File: src/source/dp_link_pkg.sv
// link side definitions
// lane count encoding, transfer unit size, divider and control states
package dp_link_pkg;

    // log2 of the active lane count, 1/2/4 lanes -> 0/1/2
    typedef logic [1:0] lane_shift_t;

    // transfer unit
    localparam int TU_SIZE = 64;  // symbols per transfer unit
    localparam int TU_W    = 6;   // width of valid and stuffed sizes

    // sequential divider states
    typedef enum logic [1:0] {
        div_idle,
        div_busy,
        div_done
    } div_state_e;

    // calculation control
    typedef enum logic [1:0] {
        st_idle,   // waiting for attributes, bandwidth and iso start
        st_calc,   // one cycle, drives calc_start
        st_hold    // results held, waiting for new attributes
    } calc_state_e;

endpackage

File: src/source/dp_video_pkg.sv
// video side definitions
// decoded pixel formats, misc format codes, symbols per pixel
// and the field widths of the horizontal and vertical counters
package dp_video_pkg;

    // decoded pixel format, five codes need three bits
    typedef enum logic [2:0] {
        rgb_8,
        rgb_16,
        ycc444_8,
        ycc444_16,
        other_fmt
    } pix_fmt_e;

    // format code is {misc1[7:6], misc0[7:1]}
    localparam logic [8:0] MISC_RGB_8     = 9'h010;
    localparam logic [8:0] MISC_RGB_16    = 9'h040;
    localparam logic [8:0] MISC_YCC444_8  = 9'h016;
    localparam logic [8:0] MISC_YCC444_16 = 9'h046;

    // symbols per pixel, one symbol is one byte
    localparam logic [15:0] BYTES_PER_PIXEL_8  = 16'd3;  // 3 comps x 8 bit
    localparam logic [15:0] BYTES_PER_PIXEL_16 = 16'd6;  // 3 comps x 16 bit

    //==================================================
    // counter field widths
    //==================================================
    localparam int H_WIDTH_W = 16;  // hactive, htotal
    localparam int HBLANK_W  = 14;
    localparam int VBLANK_W  = 10;
    localparam int VACTIVE_W = 13;

endpackage

File: src/source/h_symbol_calc.sv
`timescale 1ns/1ps
// horizontal active and blanking symbol counts per lane
// three stage pipeline: shift and remainder, round up, scale by bpp
module h_symbol_calc
(
    input  logic                                clk,
    input  logic                                rst_n,
    input  logic                                calc_start,
    input  logic [dp_video_pkg::H_WIDTH_W-1:0]  hwidth_q,
    input  logic [dp_video_pkg::H_WIDTH_W-1:0]  htotal_q,
    input  logic [15:0]                         bytes_per_pixel,
    input  dp_link_pkg::lane_shift_t            lane_shift,
    output logic [dp_video_pkg::H_WIDTH_W-1:0]  hactive_sym,
    output logic [dp_video_pkg::HBLANK_W-1:0]   hblank_sym,
    output logic                                h_done
);
    import dp_video_pkg::*;

    logic [H_WIDTH_W-1:0] hblank_w;    // htotal - hwidth
    logic [H_WIDTH_W-1:0] lane_mask;   // bits dropped by the lane shift
    logic [H_WIDTH_W-1:0] act_q1;
    logic [H_WIDTH_W-1:0] blk_q1;
    logic                 act_r1;      // nonzero remainder, round up later
    logic                 blk_r1;
    logic [H_WIDTH_W-1:0] act_q2;
    logic [H_WIDTH_W-1:0] blk_q2;
    logic [31:0]          act_prod;
    logic [31:0]          blk_prod;
    logic [2:0]           vld;         // one valid bit per stage

    assign hblank_w  = htotal_q - hwidth_q;
    assign lane_mask = (H_WIDTH_W'(1) << lane_shift) - 1'b1;
    assign act_prod  = 32'(act_q2) * 32'(bytes_per_pixel);
    assign blk_prod  = 32'(blk_q2) * 32'(bytes_per_pixel);
    assign h_done    = vld[2];

    always_ff @(posedge clk or negedge rst_n)
    begin
        if (!rst_n)
            vld <= '0;
        else
            vld <= {vld[1:0], calc_start};   // back to back starts stay in flight
    end

    //==================================================
    // datapath
    //==================================================
    always_ff @(posedge clk)
    begin
        if (calc_start)
        begin
            act_q1 <= hwidth_q >> lane_shift;
            act_r1 <= |(hwidth_q & lane_mask);
            blk_q1 <= hblank_w >> lane_shift;
            blk_r1 <= |(hblank_w & lane_mask);
        end
        if (vld[0])                          // ceil of the division
        begin
            act_q2 <= act_q1 + H_WIDTH_W'(act_r1);
            blk_q2 <= blk_q1 + H_WIDTH_W'(blk_r1);
        end
        if (vld[1])
        begin
            hactive_sym <= act_prod[H_WIDTH_W-1:0];
            hblank_sym  <= blk_prod[HBLANK_W-1:0];   // fits blanking field
        end
    end

endmodule

File: src/source/seq_divider.sv
`timescale 1ns/1ps
// restoring divider, one quotient bit per cycle
// done pulses WIDTH+1 cycles after an accepted start
module seq_divider #(
    parameter int WIDTH = 20
)
(
    input  logic             clk,
    input  logic             rst_n,
    input  logic             start,      // ignored while busy
    input  logic [WIDTH-1:0] dividend,
    input  logic [WIDTH-1:0] divisor,
    output logic [WIDTH-1:0] quotient,   // held until the next start
    output logic             done
);
    import dp_link_pkg::*;

    localparam int CNT_W = $clog2(WIDTH + 1);

    div_state_e       state;
    logic [CNT_W-1:0] bit_cnt;    // quotient bits still to go
    logic [WIDTH-1:0] rem;        // partial remainder
    logic [WIDTH-1:0] dvsr;       // divisor latched at start
    logic [WIDTH:0]   trial;      // shifted remainder minus divisor

    // quotient register doubles as the dividend shift register
    assign trial = {rem, quotient[WIDTH-1]} - {1'b0, dvsr};
    assign done  = (state == div_done);

    always_ff @(posedge clk or negedge rst_n)
    begin
        if (!rst_n)
        begin
            state   <= div_idle;
            bit_cnt <= '0;
        end
        else if (state == div_busy)
        begin
            bit_cnt <= bit_cnt - 1'b1;
            if (bit_cnt == CNT_W'(1))
                state <= div_done;
        end
        else if (start)                       // idle or done
        begin
            state   <= div_busy;
            bit_cnt <= CNT_W'(WIDTH);
        end
        else
            state <= div_idle;
    end

    always_ff @(posedge clk)
    begin
        if (state != div_busy && start)
        begin
            rem      <= '0;
            quotient <= dividend;
            dvsr     <= divisor;
        end
        else if (state == div_busy)
        begin
            if (!trial[WIDTH])                // fits, keep difference
            begin
                rem      <= trial[WIDTH-1:0];
                quotient <= {quotient[WIDTH-2:0], 1'b1};
            end
            else                              // restore
            begin
                rem      <= {rem[WIDTH-2:0], quotient[WIDTH-1]};
                quotient <= {quotient[WIDTH-2:0], 1'b0};
            end
        end
    end

endmodule

File: src/source/td_config_capture.sv
`timescale 1ns/1ps
// capture of main stream attributes, lane settings and stream bandwidth
// pixel format decode into symbols per pixel, lane count to shift
// control FSM driving calc_start and calc_clear
module td_config_capture
(
    input  logic                                clk,
    input  logic                                rst_n,
    input  logic                                spm_msa_vld,      // attributes strobe
    input  logic [dp_video_pkg::H_WIDTH_W-1:0]  htotal,
    input  logic [dp_video_pkg::H_WIDTH_W-1:0]  hwidth,
    input  logic [dp_video_pkg::H_WIDTH_W-1:0]  vtotal,
    input  logic [dp_video_pkg::H_WIDTH_W-1:0]  vheight,
    input  logic [7:0]                          misc0,
    input  logic [7:0]                          misc1,
    input  logic                                spm_iso_start,
    input  logic [2:0]                          spm_lane_count,   // 1, 2 or 4
    input  logic [15:0]                         spm_lane_bw,
    input  logic [9:0]                          ms_stm_bw,
    input  logic                                ms_stm_bw_valid,
    output logic [dp_video_pkg::H_WIDTH_W-1:0]  hwidth_q,
    output logic [dp_video_pkg::H_WIDTH_W-1:0]  htotal_q,
    output logic [dp_video_pkg::H_WIDTH_W-1:0]  vtotal_q,
    output logic [dp_video_pkg::H_WIDTH_W-1:0]  vheight_q,
    output logic [15:0]                         bytes_per_pixel,
    output dp_link_pkg::lane_shift_t            lane_shift,
    output logic [15:0]                         lane_bw_q,
    output logic [9:0]                          stream_bw_q,
    output logic                                calc_start,       // one cycle pulse
    output logic                                calc_clear,       // level, iso start low
    output logic [2:0]                          lane_count_q
);
    import dp_video_pkg::*;
    import dp_link_pkg::*;

    logic [8:0]  misc_q;     // captured format code
    logic        msa_seen;   // attributes captured at least once
    logic        bw_seen;    // stream bandwidth captured at least once
    logic        iso_d;
    logic        iso_rise;
    logic        calc_ready;
    pix_fmt_e    pix_fmt;
    calc_state_e state;

    assign iso_rise   = spm_iso_start & ~iso_d;
    assign calc_ready = msa_seen & bw_seen & spm_iso_start;
    assign calc_clear = ~spm_iso_start;
    assign calc_start = (state == st_calc);

    // payload capture
    always_ff @(posedge clk)
    begin
        if (spm_msa_vld)
        begin
            htotal_q  <= htotal;
            hwidth_q  <= hwidth;
            vtotal_q  <= vtotal;
            vheight_q <= vheight;
            misc_q    <= {misc1[7:6], misc0[7:1]};
        end
        if (iso_rise)                    // link settings only on iso start edge
        begin
            lane_bw_q    <= spm_lane_bw;
            lane_count_q <= spm_lane_count;
        end
        if (ms_stm_bw_valid)
            stream_bw_q <= ms_stm_bw;
    end

    //==================================================
    // control FSM
    //==================================================
    always_ff @(posedge clk or negedge rst_n)
    begin
        if (!rst_n)
        begin
            msa_seen <= 1'b0;
            bw_seen  <= 1'b0;
            iso_d    <= 1'b0;
            state    <= st_idle;
        end
        else
        begin
            iso_d <= spm_iso_start;
            if (spm_msa_vld)
                msa_seen <= 1'b1;
            if (ms_stm_bw_valid)
                bw_seen <= 1'b1;
            if (!spm_iso_start)
                state <= st_idle;             // iso drop aborts everything
            else if (state == st_idle && calc_ready)
                state <= st_calc;
            else if (state == st_calc)
                state <= st_hold;
            else if (state == st_hold && spm_msa_vld)
                state <= st_calc;             // new attributes restart the calc
        end
    end

    // format decode, anything but the two 16 bpc codes runs as 8 bpc
    always_comb
    begin
        case (misc_q)
            MISC_RGB_8:     pix_fmt = rgb_8;
            MISC_RGB_16:    pix_fmt = rgb_16;
            MISC_YCC444_8:  pix_fmt = ycc444_8;
            MISC_YCC444_16: pix_fmt = ycc444_16;
            default:        pix_fmt = other_fmt;
        endcase
        if (pix_fmt == rgb_16 || pix_fmt == ycc444_16)
            bytes_per_pixel = BYTES_PER_PIXEL_16;
        else
            bytes_per_pixel = BYTES_PER_PIXEL_8;
        case (lane_count_q)
            3'd4:    lane_shift = 2'd2;
            3'd2:    lane_shift = 2'd1;
            default: lane_shift = 2'd0;   // single lane
        endcase
    end

endmodule

File: src/source/td_output_stage.sv
`timescale 1ns/1ps
// joins horizontal and TU results into the timing outputs
// sticky done flags, vertical blank, htotal, stuffed size, lane encoding
module td_output_stage
(
    input  logic                                clk,
    input  logic                                rst_n,
    input  logic                                calc_start,
    input  logic                                calc_clear,
    input  logic                                h_done,
    input  logic                                tu_done,
    input  logic [dp_video_pkg::H_WIDTH_W-1:0]  hactive_sym,
    input  logic [dp_video_pkg::HBLANK_W-1:0]   hblank_sym,
    input  logic [dp_link_pkg::TU_W-1:0]        tu_valid_size,
    input  logic [dp_video_pkg::H_WIDTH_W-1:0]  vtotal_q,
    input  logic [dp_video_pkg::H_WIDTH_W-1:0]  vheight_q,
    input  logic [2:0]                          lane_count_q,
    output logic                                td_vld_data,
    output logic [dp_video_pkg::H_WIDTH_W-1:0]  td_h_active_ctr,
    output logic [dp_video_pkg::HBLANK_W-1:0]   td_h_blank_ctr,
    output logic [dp_video_pkg::H_WIDTH_W-1:0]  td_h_total_ctr,
    output logic [dp_video_pkg::VBLANK_W-1:0]   td_v_blank_ctr,
    output logic [dp_video_pkg::VACTIVE_W-1:0]  td_v_active_ctr,
    output logic [1:0]                          td_lane_count,
    output logic [dp_link_pkg::TU_W-1:0]        td_tu_vld_data_size,
    output logic [dp_link_pkg::TU_W-1:0]        td_tu_stuffed_data_size
);
    import dp_video_pkg::*;
    import dp_link_pkg::*;

    logic                 h_seen;      // sticky h_done
    logic                 tu_seen;     // sticky tu_done
    logic                 vld_q;
    logic                 both_done;
    logic [H_WIDTH_W-1:0] vblank_full;
    logic [H_WIDTH_W-1:0] htotal_sym;
    logic [TU_W-1:0]      stuff_size;
    logic [2:0]           lane_m1;

    // include this cycle's pulses so the load lands one cycle after the later one
    assign both_done   = (h_seen | h_done) & (tu_seen | tu_done);
    assign vblank_full = vtotal_q - vheight_q;
    assign htotal_sym  = hactive_sym + H_WIDTH_W'(hblank_sym);
    assign stuff_size  = TU_W'(TU_SIZE - tu_valid_size);
    assign lane_m1     = lane_count_q - 3'd1;
    assign td_vld_data = vld_q & ~calc_start;    // low during a restart

    always_ff @(posedge clk or negedge rst_n)
    begin
        if (!rst_n)
        begin
            h_seen                  <= 1'b0;
            tu_seen                 <= 1'b0;
            vld_q                   <= 1'b0;
            td_h_active_ctr         <= '0;
            td_h_blank_ctr          <= '0;
            td_h_total_ctr          <= '0;
            td_v_blank_ctr          <= '0;
            td_v_active_ctr         <= '0;
            td_lane_count           <= '0;
            td_tu_vld_data_size     <= '0;
            td_tu_stuffed_data_size <= '0;
        end
        else if (calc_clear)                     // iso start dropped
        begin
            h_seen                  <= 1'b0;
            tu_seen                 <= 1'b0;
            vld_q                   <= 1'b0;
            td_h_active_ctr         <= '0;
            td_h_blank_ctr          <= '0;
            td_h_total_ctr          <= '0;
            td_v_blank_ctr          <= '0;
            td_v_active_ctr         <= '0;
            td_lane_count           <= '0;
            td_tu_vld_data_size     <= '0;
            td_tu_stuffed_data_size <= '0;
        end
        else if (calc_start)                     // new round, keep old values
        begin
            h_seen  <= 1'b0;
            tu_seen <= 1'b0;
            vld_q   <= 1'b0;
        end
        else
        begin
            if (h_done)
                h_seen <= 1'b1;
            if (tu_done)
                tu_seen <= 1'b1;
            if (both_done && !vld_q)             // load once, then hold
            begin
                vld_q                   <= 1'b1;
                td_h_active_ctr         <= hactive_sym;
                td_h_blank_ctr          <= hblank_sym;
                td_h_total_ctr          <= htotal_sym;
                td_v_blank_ctr          <= vblank_full[VBLANK_W-1:0];
                td_v_active_ctr         <= vheight_q[VACTIVE_W-1:0];
                td_lane_count           <= lane_m1[1:0];
                td_tu_vld_data_size     <= tu_valid_size;
                td_tu_stuffed_data_size <= stuff_size;
            end
        end
    end

endmodule

File: src/source/timing_decision_top.sv
`timescale 1ns/1ps
// timing decision top level
// capture, horizontal symbol and TU sizing blocks, output stage
module timing_decision_top #(
    parameter int DIV_WIDTH = 20     // TU divider width
)
(
    input  logic                                clk,
    input  logic                                rst_n,
    input  logic                                spm_msa_vld,
    input  logic [dp_video_pkg::H_WIDTH_W-1:0]  htotal,
    input  logic [dp_video_pkg::H_WIDTH_W-1:0]  hwidth,
    input  logic [dp_video_pkg::H_WIDTH_W-1:0]  vtotal,
    input  logic [dp_video_pkg::H_WIDTH_W-1:0]  vheight,
    input  logic [7:0]                          misc0,
    input  logic [7:0]                          misc1,
    input  logic                                spm_iso_start,
    input  logic [2:0]                          spm_lane_count,
    input  logic [15:0]                         spm_lane_bw,
    input  logic [9:0]                          ms_stm_bw,
    input  logic                                ms_stm_bw_valid,
    output logic                                td_vld_data,
    output logic [dp_video_pkg::H_WIDTH_W-1:0]  td_h_active_ctr,
    output logic [dp_video_pkg::HBLANK_W-1:0]   td_h_blank_ctr,
    output logic [dp_video_pkg::H_WIDTH_W-1:0]  td_h_total_ctr,
    output logic [dp_video_pkg::VBLANK_W-1:0]   td_v_blank_ctr,
    output logic [dp_video_pkg::VACTIVE_W-1:0]  td_v_active_ctr,
    output logic [1:0]                          td_lane_count,
    output logic [dp_link_pkg::TU_W-1:0]        td_tu_vld_data_size,
    output logic [dp_link_pkg::TU_W-1:0]        td_tu_stuffed_data_size
);
    import dp_video_pkg::*;
    import dp_link_pkg::*;

    // captured settings
    logic [H_WIDTH_W-1:0] hwidth_q;
    logic [H_WIDTH_W-1:0] htotal_q;
    logic [H_WIDTH_W-1:0] vtotal_q;
    logic [H_WIDTH_W-1:0] vheight_q;
    logic [15:0]          bytes_per_pixel;
    lane_shift_t          lane_shift;
    logic [15:0]          lane_bw_q;
    logic [9:0]           stream_bw_q;
    logic [2:0]           lane_count_q;
    logic                 calc_start;
    logic                 calc_clear;
    // block results
    logic [H_WIDTH_W-1:0] hactive_sym;
    logic [HBLANK_W-1:0]  hblank_sym;
    logic                 h_done;
    logic [TU_W-1:0]      tu_valid_size;
    logic                 tu_done;

    td_config_capture u_cfg (
        .clk, .rst_n, .spm_msa_vld, .htotal, .hwidth, .vtotal, .vheight,
        .misc0, .misc1, .spm_iso_start, .spm_lane_count, .spm_lane_bw,
        .ms_stm_bw, .ms_stm_bw_valid,
        .hwidth_q, .htotal_q, .vtotal_q, .vheight_q, .bytes_per_pixel,
        .lane_shift, .lane_bw_q, .stream_bw_q, .calc_start, .calc_clear,
        .lane_count_q
    );

    // the two calculations run side by side
    h_symbol_calc u_hsym (
        .clk, .rst_n, .calc_start, .hwidth_q, .htotal_q, .bytes_per_pixel,
        .lane_shift, .hactive_sym, .hblank_sym, .h_done
    );

    tu_size_calc #(
        .DIV_WIDTH (DIV_WIDTH)
    ) u_tu (
        .clk, .rst_n, .calc_start, .stream_bw_q, .lane_bw_q, .bytes_per_pixel,
        .lane_shift, .tu_valid_size, .tu_done
    );

    td_output_stage u_out (
        .clk, .rst_n, .calc_start, .calc_clear, .h_done, .tu_done,
        .hactive_sym, .hblank_sym, .tu_valid_size, .vtotal_q, .vheight_q,
        .lane_count_q, .td_vld_data, .td_h_active_ctr, .td_h_blank_ctr,
        .td_h_total_ctr, .td_v_blank_ctr, .td_v_active_ctr, .td_lane_count,
        .td_tu_vld_data_size, .td_tu_stuffed_data_size
    );

endmodule

File: src/source/tu_size_calc.sv
`timescale 1ns/1ps
// transfer unit valid symbol size
// stream_bw*B*64 / (lane_bw*L) through the sequential divider, saturated
module tu_size_calc #(
    parameter int DIV_WIDTH = 20
)
(
    input  logic                          clk,
    input  logic                          rst_n,
    input  logic                          calc_start,
    input  logic [9:0]                    stream_bw_q,
    input  logic [15:0]                   lane_bw_q,
    input  logic [15:0]                   bytes_per_pixel,
    input  dp_link_pkg::lane_shift_t      lane_shift,
    output logic [dp_link_pkg::TU_W-1:0]  tu_valid_size,
    output logic                          tu_done
);
    import dp_link_pkg::*;

    logic [31:0]          bw_prod;      // stream symbols per TU, unscaled by lanes
    logic [DIV_WIDTH-1:0] dividend_q;
    logic [DIV_WIDTH-1:0] divisor_q;
    logic                 div_start;
    logic [DIV_WIDTH-1:0] quotient;
    logic                 div_fin;

    assign bw_prod = 32'(stream_bw_q) * 32'(bytes_per_pixel) * 32'(TU_SIZE);

    // operands, divisor is total link bandwidth over all lanes
    always_ff @(posedge clk)
    begin
        if (calc_start)
        begin
            dividend_q <= DIV_WIDTH'(bw_prod);
            divisor_q  <= DIV_WIDTH'(lane_bw_q) << lane_shift;
        end
        if (div_fin)                          // clamp to a full TU
            tu_valid_size <= (quotient > DIV_WIDTH'(TU_SIZE - 1)) ?
                             TU_W'(TU_SIZE - 1) : quotient[TU_W-1:0];
    end

    always_ff @(posedge clk or negedge rst_n)
    begin
        if (!rst_n)
        begin
            div_start <= 1'b0;
            tu_done   <= 1'b0;
        end
        else
        begin
            div_start <= calc_start;          // operands valid one cycle later
            tu_done   <= div_fin;
        end
    end

    seq_divider #(
        .WIDTH (DIV_WIDTH)
    ) u_div (
        .clk      (clk),
        .rst_n    (rst_n),
        .start    (div_start),
        .dividend (dividend_q),
        .divisor  (divisor_q),
        .quotient (quotient),
        .done     (div_fin)
    );

endmodule

File: config.mk
export PLATFORM = sky130hd
export DESIGN_NAME = timing_decision_top
export DESIGN_NICKNAME = d
export VERILOG_FILES = /design/src/source/dp_link_pkg.sv /design/src/source/dp_video_pkg.sv /design/src/source/h_symbol_calc.sv /design/src/source/seq_divider.sv /design/src/source/td_config_capture.sv /design/src/source/td_output_stage.sv /design/src/source/timing_decision_top.sv /design/src/source/tu_size_calc.sv
export SDC_FILE = /design/constraint.sdc
export NUM_CORES = 1
export LEC_CHECK = 0
export ABC_AREA = 1
export BUFFER_PORTS_ARGS = -buffer_cell sky130_fd_sc_hd__buf_2
export CORE_MARGIN = 8
export CORE_UTILIZATION = 65
export CTS_BUF_LIST = sky130_fd_sc_hd__clkbuf_8
export DETAILED_ROUTE_END_ITERATION = 10
export GPL_ROUTABILITY_DRIVEN = 0
export GPL_TIMING_DRIVEN = 0
export PLACE_DENSITY = 0.85
export SLEW_MARGIN = 20
export SYNTH_ARGS = -nofsm -noshare
export SYNTH_HDL_FRONTEND = slang
export SYNTH_HIERARCHICAL = 1
export SYNTH_SLANG_ARGS = --single-unit
File: constraint.sdc
create_clock -name clk -period 10.9 [get_ports clk]
set_input_delay 2.18 -clock clk [delete_from_list [all_inputs] [get_ports clk]]
set_output_delay 2.18 -clock clk [all_outputs]
set_load 0.05 [all_outputs]
== Word level (Yosys, flattened, before mapping) ==
Index checks and enable logic that the tools add are counted.
Word-level totals
  flip-flop bits (word level): 392
  bits of input ports: 114
  output and inout bits: 84
  word-level logic and storage cells: 154
Cells by class
  $add $sub $neg: 10
  multipliers: 3
  $lt $le $gt $ge: 1
  equal/unequal tests: 21
  shifts and indexed selects: 4
  multiplexer cells: 49
  bitwise logic cells: 11
  reduce and logical (&&, ||, !) cells: 12
Operator list (count)
  16-bit 2-to-1 mux: 6
  20-bit 2-to-1 mux: 3
  14-bit 2-to-1 mux: 3
  13-bit 2-to-1 mux: 3
  6-bit 2-to-1 mux: 6
  16-bit by 1-bit adder with 16-bit output: 2
  16-bit AND: 2
  16-bit OR reduction: 2
  16-bit by 2-bit >> shifter with 16-bit output: 2
  10-bit 2-to-1 mux: 3
  21-bit by 20-bit subtractor with 21-bit output: 1
  20-bit by 6-bit > comparator with 1-bit output (second input constant): 1
  16-bit by 2-bit << shifter with 20-bit output: 1
  9-bit by 5-bit == test with 1-bit output (second input constant): 2
  9-bit by 7-bit == test with 1-bit output (second input constant): 2
  2-bit 2-to-1 mux: 9
  16-bit by 14-bit adder with 16-bit output: 1
  16-bit by 3-bit multiplier with 14-bit output: 1
  16-bit by 3-bit multiplier with 16-bit output: 1
  1-bit by 2-bit << shifter with 16-bit output (first input constant): 1
  16-bit by 1-bit subtractor with 16-bit output (second input constant): 1
  16-bit subtractor: 1
  10-bit by 3-bit multiplier with 13-bit output: 1
  3-bit case mux with 4 select lines: 1
  other kinds (27): 55

== Logic depth before layout (Yosys ltp) ==
  depth after elaboration: 6
  gate-level depth with buffers: 31
  gate-level depth less buffers: 29

== By module ==
Netlist, hierarchy kept.
By module, submodules not included
  h_symbol_calc: times used 1, cells each 1572, area an instance 12464.5 sq um, sequential area each 2837.7 sq um
  td_output_stage: times used 1, cells each 549, area an instance 4606.9 sq um, sequential area each 2127.0 sq um
  tu_size_calc: times used 1, cells each 514, area an instance 4458.0 sq um, sequential area each 1221.2 sq um
  seq_divider: times used 1, cells each 582, area an instance 4361.7 sq um, sequential area each 1776.7 sq um
  td_config_capture: times used 1, cells each 159, area an instance 3460.8 sq um, sequential area each 3188.1 sq um

== Worst setup path after synthesis ==
Ideal clock, no wire load.
  kind: flip-flop to flip-flop
  from: register u_cfg.misc_q[7]
  to: register u_hsym/hactive_sym[15] in the netlist's numbering (data pin)
  setup time: 0.252 ns
  arrival: 5.035 ns
  data required time: 10.648 ns
  slack: 5.613 ns
  cell stages (with the launch flop): 21
  path buffers: 2
  clock period less this slack: 5.287 ns
  cells stage by stage: edfxtp_1 -> nor3_2 -> inv_1 -> nor2_1 -> buf_4 -> clkbuf_1 -> nand2_1 -> fa_1 -> fa_1 -> fa_1 -> fa_1 -> fa_1 -> fa_1 -> inv_1 -> ha_1 -> a21oi_1 -> o21ai_0 -> a31oi_1 -> inv_1 -> nand2_1 -> nand2_1
Between the ends
  cells in the longest elaborated chain, start to end: 6
  elaborated cells on any way between the ends: 10
  those cells by class: mul (1); eq/ne (6); mux (2); reduce/logical (1)
Ends and longest elaborated chain
  start: declaration: RTL line td_config_capture.sv:36  | logic [8:0] misc_q;
  start signal: assignment: RTL line td_config_capture.sv:59  | misc_q <= {misc1[7:6], misc0[7:1]};
  9-bit by 7-bit == test with 1-bit output or 9-bit by 5-bit == test with 1-bit output (tied branches): RTL line td_config_capture.sv:103  | case (misc_q)
  3-bit case mux with 4 select lines *: RTL line td_config_capture.sv:103
  3-bit by 1-bit == test with 1-bit output or 3-bit by 2-bit == test with 1-bit output (tied branches): RTL line td_config_capture.sv:110  | if (pix_fmt == rgb_16 || pix_fmt == ycc444_16)
  1-bit logical OR *: RTL line td_config_capture.sv:110
  3-bit 2-to-1 mux *: RTL line td_config_capture.sv:110
  net bytes_per_pixel[2]: RTL line timing_decision_top.sv:40  | logic [15:0] bytes_per_pixel;
  16-bit by 3-bit multiplier with 16-bit output *: RTL line h_symbol_calc.sv:33  | assign act_prod = 32'(act_q2) * 32'(bytes_per_pixel);
  net u_hsym.act_prod[15]: RTL line h_symbol_calc.sv:27  | logic [31:0] act_prod;
  end signal: assignment: RTL line h_symbol_calc.sv:64  | hactive_sym <= act_prod[H_WIDTH_W-1:0];
  end: declaration: RTL line h_symbol_calc.sv:13  | output logic [dp_video_pkg::H_WIDTH_W-1:0] hactive_sym,
The timed path passes the listed nets; every way through them passes the cells marked *.
A chain may end at the register's enable or synchronous reset.

== Final worst setup path ==
  from: register u_cfg.misc_q[7]
  to: register u_hsym/hblank_sym[13] in the netlist's numbering (data pin)
Between the ends
  cells in the longest elaborated chain, start to end: 6
  elaborated cells on any way between the ends: 10
  those cells by class: mul (1); eq/ne (6); mux (2); reduce/logical (1)
Ends and longest elaborated chain
  9-bit by 7-bit == test with 1-bit output or 9-bit by 5-bit == test with 1-bit output (tied branches): RTL line td_config_capture.sv:103
  3-bit case mux with 4 select lines *: RTL line td_config_capture.sv:103
  3-bit by 1-bit == test with 1-bit output or 3-bit by 2-bit == test with 1-bit output (tied branches): RTL line td_config_capture.sv:110
  1-bit logical OR *: RTL line td_config_capture.sv:110
  3-bit 2-to-1 mux *: RTL line td_config_capture.sv:110
  net bytes_per_pixel[2]: RTL line timing_decision_top.sv:40
  16-bit by 3-bit multiplier with 14-bit output *: RTL line h_symbol_calc.sv:34  | assign blk_prod = 32'(blk_q2) * 32'(bytes_per_pixel);
  net u_hsym.blk_prod[13]: RTL line h_symbol_calc.sv:28  | logic [31:0] blk_prod;
  end signal: assignment: RTL line h_symbol_calc.sv:65  | hblank_sym <= blk_prod[HBLANK_W-1:0];
  end: declaration: RTL line h_symbol_calc.sv:14  | output logic [dp_video_pkg::HBLANK_W-1:0] hblank_sym,
Marks and branches as above.

==> out/summary.txt <==
Setup crit end kind: flip-flop
Layout area overhead: 10.9%
Via count of the routed design: 22,836
Total clock buffers created by CTS: 68
Die area: 51,800 um^2
Die height: 228 um
Largest voltage drop on the vdd net: 0.000213 V
Largest driver fanout on the critical path: 10
Net count of the finished layout: 4,132
Placed cell areas: 30,900 um^2
Final worst path period share: 0.574
Width of the chip: 228 um
First-pass detailed-route iteration total: 8
Clock slew seen by the registers of the worst setup and hold paths: 60 ps
CTS Buffer Depth: 3
Worst setup slack after placement: 4740 ps
Avg Cell Area, Syn: 8.64 um^2
ANT cells: 0
Starting DRT DRC Count: 1,971
Setup_tns: 0 ps
Clock tree from TritonCTS: built
Number of nets with antenna violations after routing: 0
Netlist Area Pre-Place: 29,100 um^2
Worst Setup Path Type: reg2reg
Number of vias per cell: 5.33
Hold Crit Class: reg2reg
Share of cells above drive strength 1: 0.120
Core area: 44,200 um^2
Fin. Hold Viols: 0
Fill cells: 3,146
Port Buffer Count: 181
Data required time at the worst endpoint: 11,280 ps
Clock latency at the later pin of the worst-skew pair: 660 ps
Pins over their slew limit: 0
Arrival time reported for the critical path endpoint: 6640 ps
Final number of setup-violating endpoints: 0
Final routed DRC violation total: 0
Reported max-cap violation count: 0
Postcts setup bufs: 0
First-pass GRT wire length: 110,000 um
Power density over cell area: 248 nW/um^2
Area of all placed cells without fillers: 32,200 um^2
DRT Wirelength: 67,200 um
Number of rows in the core area: 77
CTS resizes: 0
Total global-route track usage: 0.266
TritonCTS Sinks: 386
Clk root buf: sky130_fd_sc_hd__clkbuf_8
Remaining global-route overflow: 0
Relative slew margins: 0.470
Initial antenna violation count: 0
Via count of the first global-routing pass: 23,097
Achievable clock frequency: 160 MHz
Number of I/O pins: 198
Outcome: finished clean
Leak pwr: 17.7 nW
Clock skew after layout: 38.6 ps
HPWL reported at the end of detailed placement: 52,400 um
Wire per inst: 15.7 um
RSZ-0062 raised after global routing: false
Final period demand of the worst path: 6250 ps
Maximum number of pins on one net before global-route repair: 59
CTS H-tree lvls: 3
Count of warnings emitted by yosys: 6
Worst-margin pin slew: 794 ps
Min Hold Slack: 395 ps
Number of hold buffers added after CTS: 0
Gate count of the mapped netlist: 3,367
Initial cell density of the core: 0.658
Type of element launching the critical path: flip-flop
Final setup slack of the worst path: 4650 ps
registers in the layout, summed over array words and instances (netlist names), 19 cells and up:
| register | cells |
|---|---|
| u_tu/u_div/dvsr | 20 |
| u_tu/divisor_q | 19 |
| u_tu/u_div/rem | 20 |
| u_tu/u_div/quotient | 20 |
layout make-up:
| cell class | instances | area (um^2) | share of cell area |
|---|---|---|---|
| multi-input cells | 2174 | 14900 | 0.464 |
| well taps | 592 | 741 | 0.0230 |
| repair buffers | 185 | 1010 | 0.0314 |
| plain buffers | 113 | 661 | 0.0205 |
| flip-flops and latches | 386 | 10900 | 0.337 |
| clock inverters | 48 | 280 | 0.00869 |
| clock buffers | 76 | 1050 | 0.0324 |
| inverters | 712 | 2680 | 0.0830 |
worst paths after layout:
check	from	end	slack, ps	cells past startpoint
setup / recovery	u_cfg/misc_q[7]	u_hsym/hblank_sym[13]	4650	24
min in group asynchronous	rst_n	u_out/td_h_total_ctr[3]	1450	1
max in group asynchronous	rst_n	u_hsym/vld[0]	8790	2
setup reg to reg	u_cfg/misc_q[7]	u_hsym/hblank_sym[13]	4650	24
hold / removal	u_tu/divisor_q[4]	u_tu/u_div/dvsr[4]	400	0
hold reg to reg	u_tu/divisor_q[4]	u_tu/u_div/dvsr[4]	400	0
stage by stage:
stage / util / cells / total power [mW]
final: 0.729 / 4286 / 8.01
after global routing: 0.729 / 4286 / 8.78
after CTS: 0.729 / 4286 / 7.93
after detailed placement: 0.699 / 4162 / 6.60
after global placement: 0.696 / 4158 / 6.44
after floorplan: - / 3385 / 5.66
power by group:
part	switching, mW	internal, mW
combinational	2.81	1.72
sequential	0.172	2.01
clock	0.598	0.694
cell usage in the layout, fill, tap and decap left out, types with 22 or more instances in the layout:
master                     count
sky130_fd_sc_hd__a21oi_1      86
sky130_fd_sc_hd__a22o_1       33
sky130_fd_sc_hd__buf_2       198
sky130_fd_sc_hd__buf_4        26
sky130_fd_sc_hd__clkbuf_1     49
sky130_fd_sc_hd__clkbuf_8     76
sky130_fd_sc_hd__dfrtp_1     100
sky130_fd_sc_hd__edfxtp_1    264
sky130_fd_sc_hd__fa_1        194
sky130_fd_sc_hd__ha_1        184
sky130_fd_sc_hd__inv_1       716
sky130_fd_sc_hd__mux2i_1      24
sky130_fd_sc_hd__nand2_1    1000
sky130_fd_sc_hd__nand2_2      25
sky130_fd_sc_hd__nand3_1     151
sky130_fd_sc_hd__nor2_1      106
sky130_fd_sc_hd__o21ai_0      80
sky130_fd_sc_hd__o21ai_1      22
sky130_fd_sc_hd__xnor2_1      37
sky130_fd_sc_hd__xor2_1       63
critical path, stage by stage (launching register included):
cell and delay (ps):
sky130_fd_sc_hd__edfxtp_1 370, sky130_fd_sc_hd__nor3_2 200, sky130_fd_sc_hd__inv_1 60, sky130_fd_sc_hd__nor2_1 180
sky130_fd_sc_hd__buf_4 240, sky130_fd_sc_hd__clkbuf_1 560, sky130_fd_sc_hd__nand2_1 140, sky130_fd_sc_hd__fa_1 500
sky130_fd_sc_hd__fa_1 540, sky130_fd_sc_hd__fa_1 520, sky130_fd_sc_hd__inv_1 50, sky130_fd_sc_hd__fa_1 430
sky130_fd_sc_hd__inv_1 90, sky130_fd_sc_hd__fa_1 400, sky130_fd_sc_hd__inv_1 90, sky130_fd_sc_hd__fa_1 420
sky130_fd_sc_hd__ha_1 360, sky130_fd_sc_hd__nand2_1 100, sky130_fd_sc_hd__nor2_1 50, sky130_fd_sc_hd__nand2_1 60
sky130_fd_sc_hd__o211ai_1 80, sky130_fd_sc_hd__a31oi_1 270, sky130_fd_sc_hd__inv_1 70, sky130_fd_sc_hd__nand3_1 80
sky130_fd_sc_hd__nand2_1 110
routing by layer:
layer  routed length (um)  global-route usage  part of all wire  vias to the layer above
met1                26500               0.320              0.39                    10697
met3                 5190              0.0532             0.077                      215
met2                33100               0.462              0.49                      979
met4                 2400               0.114             0.036                        0
met5                    0                   0                 0                        -
li1                     -                   -                 -                    10945
(Power assumes the default switching activity.)
